<file path="config.mk">
export PLATFORM = sky130hd
export DESIGN_NAME = vsaCore
export DESIGN_NICKNAME = d
export VERILOG_FILES = /design/src/logic/vsaPkg.sv /design/src/logic/vsaCore.sv /design/src/logic/memoryWriteback.sv /design/src/logic/executeUnit.sv /design/src/logic/registerFile.sv /design/src/logic/fetchUnit.sv
export SDC_FILE = /design/constraint.sdc
export NUM_CORES = 1
export LEC_CHECK = 0
export BUFFER_PORTS_ARGS = -buffer_cell sky130_fd_sc_hd__buf_2
export CORE_ASPECT_RATIO = 0.7
export CORE_MARGIN = 1.5
export CORE_UTILIZATION = 61
export DETAILED_ROUTE_END_ITERATION = 6
export GPL_TIMING_DRIVEN = 0
export PLACE_DENSITY_LB_ADDON = 0.05
export SYNTH_ARGS = -nofsm -noshare
export SYNTH_HDL_FRONTEND = slang
export SYNTH_SLANG_ARGS = --single-unit
</file>
<file path="constraint.sdc">
create_clock -name clock -period 4 [get_ports clock]
set_clock_uncertainty 0.05 [all_clocks]
set_input_delay 0.2 -clock clock [delete_from_list [all_inputs] [get_ports clock]]
set_output_delay 0.2 -clock clock [all_outputs]
set_load 0.02 [all_outputs]
</file>
<file path="src/logic/vsaPkg.sv">
// shared definitions for the 16-bit multicycle core
// widths, opcodes, function codes, phase encoding and the instruction word
package vsaPkg;

    localparam int dataWidth    = 16;   // register and data bus width
    localparam int pcWidth      = 12;   // program counter width
    localparam int regAddrWidth = 2;    // R0..R3
    localparam int pcStep       = 2;    // bytes per instruction

    // opcodes, top three bits of every instruction
    localparam logic [2:0] opLw   = 3'd0;
    localparam logic [2:0] opSw   = 3'd1;
    localparam logic [2:0] opBeqz = 3'd2;
    localparam logic [2:0] opAlu  = 3'd3;   // R-format, func selects the operation
    localparam logic [2:0] opAddi = 3'd4;
    localparam logic [2:0] opSubi = 3'd5;

    // R-format function codes
    localparam logic [6:0] fnAdd = 7'd0;
    localparam logic [6:0] fnSub = 7'd1;
    localparam logic [6:0] fnAnd = 7'd2;
    localparam logic [6:0] fnOr  = 7'd3;
    localparam logic [6:0] fnXor = 7'd4;
    localparam logic [6:0] fnSrl = 7'd5;   // logical shift right by one

    // five phases per instruction, in this order
    typedef enum logic [2:0] {
        phaseFetch     = 3'd0,
        phaseDecode    = 3'd1,
        phaseExecute   = 3'd2,
        phaseMemory    = 3'd3,
        phaseWriteback = 3'd4
    } phaseT;

    typedef struct packed {
        logic [2:0] opcode;
        logic [1:0] src1;
        logic [1:0] src2;
        logic [1:0] dest;
        logic [6:0] func;
    } rFormatT;

    // dest here overlays src2 of the R view
    typedef struct packed {
        logic [2:0] opcode;
        logic [1:0] src1;
        logic [1:0] dest;
        logic [8:0] imm;    // signed
    } iFormatT;

    typedef union packed {
        rFormatT rFormat;   // opAlu only
        iFormatT iFormat;   // everything else
    } instrT;

endpackage
</file>
<file path="src/logic/vsaCore.sv">
// top level of the multicycle core
// fetch, register file, execute and memory/write-back wired to the memory ports
module vsaCore (
    input  logic                         clock,
    input  logic                         rstN,
    output logic [vsaPkg::pcWidth-1:0]   pc,            // instruction memory address
    input  logic [vsaPkg::dataWidth-1:0] instruction,
    output logic [vsaPkg::dataWidth-1:0] dataAddr,      // data memory address
    input  logic [vsaPkg::dataWidth-1:0] dataIn,
    output logic [vsaPkg::dataWidth-1:0] dataOut,
    output logic                         wr
);
    import vsaPkg::*;

    phaseT                   phase;
    instrT                   instr;
    logic [pcWidth-1:0]      nextPc;
    logic                    takeBranch;
    logic [pcWidth-1:0]      branchTarget;
    logic [regAddrWidth-1:0] readAddrA;
    logic [regAddrWidth-1:0] readAddrB;
    logic [dataWidth-1:0]    readDataA;
    logic [dataWidth-1:0]    readDataB;
    logic                    writeEn;
    logic [regAddrWidth-1:0] writeAddr;
    logic [dataWidth-1:0]    writeData;

    fetchUnit fetch0 (
        .clock, .rstN,
        .takeBranch, .branchTarget,
        .instruction,
        .phase, .pc, .nextPc, .instr
    );

    registerFile regs0 (
        .clock, .rstN,
        .readAddrA, .readAddrB,
        .readDataA, .readDataB,
        .writeEn, .writeAddr, .writeData
    );

    // ALU result doubles as the data address, operand B as store data
    executeUnit exec0 (
        .clock, .rstN,
        .phase, .instr, .nextPc,
        .readAddrA, .readAddrB,
        .readDataA, .readDataB,
        .aluResult(dataAddr),
        .storeData(dataOut),
        .takeBranch, .branchTarget
    );

    memoryWriteback memWb0 (
        .clock, .rstN,
        .phase, .instr,
        .aluResult(dataAddr),
        .dataIn,
        .wr,
        .writeEn, .writeAddr, .writeData
    );

endmodule

</file>
<file path="src/logic/memoryWriteback.sv">
// memory access and write-back stage
// store strobe, load data capture and register write selection
module memoryWriteback (
    input  logic                            clock,
    input  logic                            rstN,
    input  vsaPkg::phaseT                   phase,
    input  vsaPkg::instrT                   instr,
    input  logic [vsaPkg::dataWidth-1:0]    aluResult,
    input  logic [vsaPkg::dataWidth-1:0]    dataIn,
    output logic                            wr,
    output logic                            writeEn,
    output logic [vsaPkg::regAddrWidth-1:0] writeAddr,
    output logic [vsaPkg::dataWidth-1:0]    writeData
);
    import vsaPkg::*;

    logic [dataWidth-1:0] loadData;  // LMD
    logic [2:0]           opcode;

    assign opcode = instr.rFormat.opcode;

    // high for the whole memory cycle of a store
    assign wr = (phase == phaseMemory) && (opcode == opSw);

    always_ff @(posedge clock) begin
        if (!rstN) begin
            loadData <= '0;
        end else if (phase == phaseMemory && opcode == opLw) begin
            loadData <= dataIn;     // memory reads combinationally
        end
    end

    // destination and value depend on format
    always_comb begin
        writeEn   = 1'b0;
        writeAddr = instr.iFormat.dest;    // I-format default
        writeData = aluResult;
        if (phase == phaseWriteback) begin
            case (opcode)
                opAlu: begin
                    writeEn   = 1'b1;
                    writeAddr = instr.rFormat.dest;
                end
                opAddi, opSubi: begin
                    writeEn = 1'b1;
                end
                opLw: begin
                    writeEn   = 1'b1;
                    writeData = loadData;
                end
                default: ;                 // SW, BEQZ write nothing
            endcase
        end
    end

endmodule

</file>
<file path="src/logic/executeUnit.sv">
// execute stage, operand latches, ALU and branch resolution
// A/B latched in decode, result, condition and target registered in execute
module executeUnit (
    input  logic                            clock,
    input  logic                            rstN,
    input  vsaPkg::phaseT                   phase,
    input  vsaPkg::instrT                   instr,
    input  logic [vsaPkg::pcWidth-1:0]      nextPc,
    output logic [vsaPkg::regAddrWidth-1:0] readAddrA,
    output logic [vsaPkg::regAddrWidth-1:0] readAddrB,
    input  logic [vsaPkg::dataWidth-1:0]    readDataA,
    input  logic [vsaPkg::dataWidth-1:0]    readDataB,
    output logic [vsaPkg::dataWidth-1:0]    aluResult,
    output logic [vsaPkg::dataWidth-1:0]    storeData,
    output logic                            takeBranch,
    output logic [vsaPkg::pcWidth-1:0]      branchTarget
);
    import vsaPkg::*;

    logic [dataWidth-1:0] opA;       // first ALU operand
    logic [dataWidth-1:0] opB;       // second operand, also store data
    logic [dataWidth-1:0] immExt;    // sign-extended immediate
    logic [2:0]           opcode;
    logic [6:0]           func;

    assign opcode = instr.rFormat.opcode;
    assign func   = instr.rFormat.func;
    assign immExt = {{(dataWidth - 9){instr.iFormat.imm[8]}}, instr.iFormat.imm};

    // src2 shares its bits with the I-format dest, so SW reads its data reg here
    assign readAddrA = instr.rFormat.src1;
    assign readAddrB = instr.rFormat.src2;
    assign storeData = opB;

    always_ff @(posedge clock) begin
        if (!rstN) begin
            opA        <= '0;
            opB        <= '0;
            takeBranch <= 1'b0;
        end else begin
            if (phase == phaseDecode) begin
                opA <= readDataA;
                opB <= readDataB;
            end
            if (phase == phaseExecute) begin
                takeBranch <= (opcode == opBeqz) && (opA == '0);  // BEQZ zero test
            end
        end
    end

    // datapath results, held when nothing matches
    always_ff @(posedge clock) begin
        if (phase == phaseExecute) begin
            case (opcode)
                opLw, opSw: aluResult <= opA + immExt;     // effective address
                opAlu: begin
                    case (func)
                        fnAdd:   aluResult <= opA + opB;
                        fnSub:   aluResult <= opA - opB;
                        fnAnd:   aluResult <= opA & opB;
                        fnOr:    aluResult <= opA | opB;
                        fnXor:   aluResult <= opA ^ opB;
                        fnSrl:   aluResult <= {1'b0, opA[dataWidth-1:1]};
                        default: ;                          // unknown func, keep value
                    endcase
                end
                opAddi: aluResult <= opA + immExt;
                opSubi: aluResult <= opA - immExt;
                // word offset, wraps within 12 bits
                opBeqz: branchTarget <= nextPc + {immExt[pcWidth-2:0], 1'b0};
                default: ;
            endcase
        end
    end

    // x ^ x registered in execute must read as zero one phase later
    xorSelfZero: assert property (@(posedge clock) disable iff (!rstN)
        (phase == phaseMemory && opcode == opAlu && func == fnXor &&
         instr.rFormat.src1 == instr.rFormat.src2) |-> aluResult == '0);

endmodule

</file>
<file path="src/logic/registerFile.sv">
// four-entry register file, R0 hard-wired to zero
// two asynchronous read ports, one synchronous write port
module registerFile (
    input  logic                            clock,
    input  logic                            rstN,
    input  logic [vsaPkg::regAddrWidth-1:0] readAddrA,
    input  logic [vsaPkg::regAddrWidth-1:0] readAddrB,
    output logic [vsaPkg::dataWidth-1:0]    readDataA,
    output logic [vsaPkg::dataWidth-1:0]    readDataB,
    input  logic                            writeEn,
    input  logic [vsaPkg::regAddrWidth-1:0] writeAddr,
    input  logic [vsaPkg::dataWidth-1:0]    writeData
);
    import vsaPkg::*;

    logic [dataWidth-1:0] regs [0:(1 << regAddrWidth)-1];

    // reads see the array directly, R0 forced to zero
    assign readDataA = (readAddrA == '0) ? '0 : regs[readAddrA];
    assign readDataB = (readAddrB == '0) ? '0 : regs[readAddrB];

    always_ff @(posedge clock) begin
        if (!rstN) begin
            for (int i = 0; i < (1 << regAddrWidth); i++) begin
                regs[i] <= '0;
            end
        end else if (writeEn && writeAddr != '0) begin    // R0 writes dropped
            regs[writeAddr] <= writeData;
        end
    end

    // entry zero never takes a write over the whole run
    r0Zero: assert property (@(posedge clock) disable iff (!rstN)
        regs[0] == '0);

endmodule

</file>
<file path="src/logic/fetchUnit.sv">
// phase sequencer and fetch stage
// holds pc, next-pc and the instruction register, updates pc once per instruction
module fetchUnit (
    input  logic                         clock,
    input  logic                         rstN,
    input  logic                         takeBranch,
    input  logic [vsaPkg::pcWidth-1:0]   branchTarget,
    input  logic [vsaPkg::dataWidth-1:0] instruction,
    output vsaPkg::phaseT                phase,
    output logic [vsaPkg::pcWidth-1:0]   pc,
    output logic [vsaPkg::pcWidth-1:0]   nextPc,
    output vsaPkg::instrT                instr
);
    import vsaPkg::*;

    phaseT phaseNext;

    // wraps after write-back
    always_comb begin
        case (phase)
            phaseFetch:     phaseNext = phaseDecode;
            phaseDecode:    phaseNext = phaseExecute;
            phaseExecute:   phaseNext = phaseMemory;
            phaseMemory:    phaseNext = phaseWriteback;
            default:        phaseNext = phaseFetch;    // write-back and illegal codes
        endcase
    end

    always_ff @(posedge clock) begin
        if (!rstN) begin
            phase  <= phaseFetch;
            pc     <= '0;
            nextPc <= '0;
            instr  <= '0;
        end else begin
            phase <= phaseNext;
            if (phase == phaseFetch) begin
                instr  <= instruction;                  // IR load
                nextPc <= pc + pcWidth'(pcStep);        // sequential successor
            end
            // pc moves only here, once per five cycles
            if (phase == phaseMemory) begin
                pc <= takeBranch ? branchTarget : nextPc;
            end
        end
    end

    // phase stays within the five encodings
    phaseLegal: assert property (@(posedge clock) disable iff (!rstN)
        phase inside {phaseFetch, phaseDecode, phaseExecute, phaseMemory, phaseWriteback});

    // half-word alignment of pc and next-pc, branch targets included
    pcAligned: assert property (@(posedge clock) disable iff (!rstN)
        !pc[0] && !nextPc[0]);

endmodule

</file>
==> impl_metrics.tcl <==
set metrics [dict create \
    worstSetupPathType "register to register" \
    crit_chain "clkbuf_4 -> inv_2 -> and3_4 -> clkbuf_4 -> nor2_1 -> xnor2_1 -> ha_1 -> a211oi_1 -> nor2_1 -> o41ai_2 -> o21ai_1 -> o41ai_2 -> o21ai_1 -> xnor2_1 -> a2bb2oi_1" \
    io_buffers 78 \
    outcome "finished clean" \
    ys_types 67 \
    ys_ff_latch 188 \
    drtPass1Iterations 6 \
    syn_area_per_cell_um2 9.91 \
    routed_wl_mm 31.0 \
    grt_pass1_vias 8397 \
    fin_ws_ns 0.231 \
    hold_path_end "fetch0.phase[2]$_SDFF_PN0_" \
    holdPathStages 2 \
    post-route-min-period_ns 3.77 \
    synth_area_um2 11000 \
    ys.flop_type "dfxtp_1" \
    dieArea_um2 18900 \
    cp_data_arrival_time_ns 3.90 \
    cts_tree "yes" \
    row_count 40 \
    via_count 9010 \
    clockBufferDepth 2 \
    ys_warn_count 0 \
    worstHoldPathType "input pin to register" \
    htreeDepth 4 \
    drv_cap 0 \
    cts_buffers 17 \
    slowest_delay_ns 0.37 \
    area_growth_syn_to_layout_pct 15.7 \
    via_per_inst 6.01 \
    place.gp.congestion 0.944 \
    fin_tns_setup_ns 0 \
    antenna_found_initial 0 \
    synth_edf_count 92 \
    drt_iter0_markers 1246 \
    ys_async_sr_fraction 0 \
    drive_gt1_frac 0.154 \
    die_h_um 115 \
    place_area_um2 11800 \
    finalCritPeriodShare 0.942 \
    root_buffer "clkbuf_16" \
    design_area_um2 12700 \
    crit_required_ns 4.13 \
    worst_setup_path_end_kind "register" \
    drv_slew 0 \
    setup_viol 0 \
    hold_ws_ns 0.0715 \
    cts.sinks 188 \
    fmax_mhz 265 \
    grt_setup_unrepaired "no" \
    tightest_slew_ns 1.22 \
    relSlewSlack 0.179 \
    dp_slack_ns -0.438 \
    cellPowerDensity_nw_per_um2 425 \
    min-delay-start "rstN" \
    p_leak_nw 5.05 \
    route.detailed.drc 0 \
    start_kind "register" \
    final_common_cell "nor2_1" \
    grt_util_all_layers 0.344 \
    num-nets-final 1371 \
    crit_path_start "fetch0.instr[14]$_SDFFE_PN0P_" \
    ant_nets 0 \
    initial_core_util 0.632 \
    wire_per_inst_um 20.7 \
    n_antenna_cell 0 \
    io_pins 79 \
    reg2reg_to "exec0.aluResult[14]$_DFFE_PP_" \
    critPathMaxFanout 10 \
    die_w_um 164 \
    dp_hpwl_mm 22.9 \
    hold_viol 0 \
    r2r-start "fetch0.instr[14]$_SDFFE_PN0P_" \
    yosysSeqAreaShare 0.426 \
    synth_cells 1110 \
    r2r_slack_ns 0.23 \
    coreArea_um2 17400 \
    path_clk_slew_ns 0.07 \
    clk-insertion-delay-late_ns 0.44 \
    grt_pass1_wl_mm 47.7 \
    vdd_drop_max_mv 0.309 \
    grt_max_degree 26 \
    grt-ovfl-total 0 \
    slowest_stage "o41ai_2" \
    reg2reg_depth 15 \
    final_util 0.731 \
    final_cell_mix "147 x nor2_1, 121 x nand2_1, 96 x dfxtp_1" \
]
area by class of cell:
type	count	area [um2]
clock buffer	19	433
inverter	47	176
tap	231	289
multi-input combinational	831	5990
fill	1283	4680
timing repair buffer	114	748
clock inverter	13	160
buffer	57	258
sequential	188	4680
sequential cells by signal (all words and copies together), names as in the netlist, named ones only:
signal / count
fetch0.pc: 12
exec0.storeData: 16
fetch0.instr: 16
fetch0.phase: 3
exec0.takeBranch: 1
regs0.regs: 64
fetch0.nextPc: 12
memWb0.loadData: 16
exec0.aluResult: 16
exec0.opA: 16
exec0.branchTarget: 12
cells in the mapped netlist, types with 9 or more instances:
master,count,area [um2]
buf_2,11,55.1
dfxtp_1,96,1920
clkbuf_1,40,150
a21oi_1,76,380
nor2_1,148,556
nor3_1,12,60.1
xnor2_1,50,438
mux2i_1,38,380
edfxtp_1,92,2760
a211oi_1,25,188
o21ai_0,29,145
mux4_2,32,721
inv_1,47,176
ha_1,78,976
a31oi_1,12,75.1
nand3_1,16,80.1
nor2_2,9,56.3
xor2_1,12,105
a21o_1,9,67.6
a22oi_1,39,293
nand2_1,121,454
worst max-delay path by stage:
stage	slack, ns	to
after floorplan	0.57	exec0.aluResult[14]$_DFFE_PP_
after CTS	0.08	exec0.aluResult[14]$_DFFE_PP_
final	0.23	exec0.aluResult[14]$_DFFE_PP_
after detailed placement	-0.44	exec0.aluResult[14]$_DFFE_PP_
after global routing	0.04	exec0.aluResult[15]$_DFFE_PP_
after global placement	-0.30	exec0.aluResult[14]$_DFFE_PP_
kinds of logic after synthesis:
kind of cell             after synthesis  share of synthesized area
AND/OR/NAND/NOR                      365                      0.149
XOR/XNOR                              63                     0.0508
flip-flops                           188                      0.426
adder cells (fa/ha/maj)               81                     0.0941
multiplexers                          70                      0.100
buffers and inverters                106                     0.0395
AO/OA/AOI/OAI                        236                      0.140
other                                  1                   0.000341
worst max-delay path, delay by kind of cell, from the launching register on:
| kind | cells | cell delay (ns) |
|---|---|---|
| AND/OR/NAND/NOR | 3 | 0.45 |
| buffers and inverters | 3 | 0.55 |
| AO/OA/AOI/OAI | 6 | 1.43 |
| flip-flops | 1 | 0.31 |
| adder cells (fa/ha/maj) | 1 | 0.36 |
| XOR/XNOR | 2 | 0.36 |
layer usage:
layer | routed length (um) | global-route usage | vias up | share of wire
met5 | 0 | 0 | - | 0
met1 | 14100 | 0.525 | 4235 | 0.45
li1 | - | - | 4286 | -
met4 | 410 | 0.0788 | 0 | 0.013
met3 | 3820 | 0.101 | 36 | 0.12
met2 | 12700 | 0.480 | 453 | 0.41
where the power goes:
part	internal, mW	switching, mW	total [mW]
clock network	0.889	0.812	1.70
registers	2.14	0.121	2.26
logic	0.626	0.820	1.45
total	3.66	1.75	5.41
repair_timing:
action	CTS	global route
buffers inserted	0	2
setup endpoints to repair	4	4
hold endpoints to repair	36	0
hold buffers	32	0
pin swaps	0	2
gates resized for setup	3	7
through the flow:
step	power [mW]	std cells
after floorplan	3.32	1125
after global placement	3.65	1434
after detailed placement	3.68	1436
after CTS	5.38	1499
after global routing	5.65	1500
final	5.41	1500
Note: power is estimated with default switching activity, not from simulation.
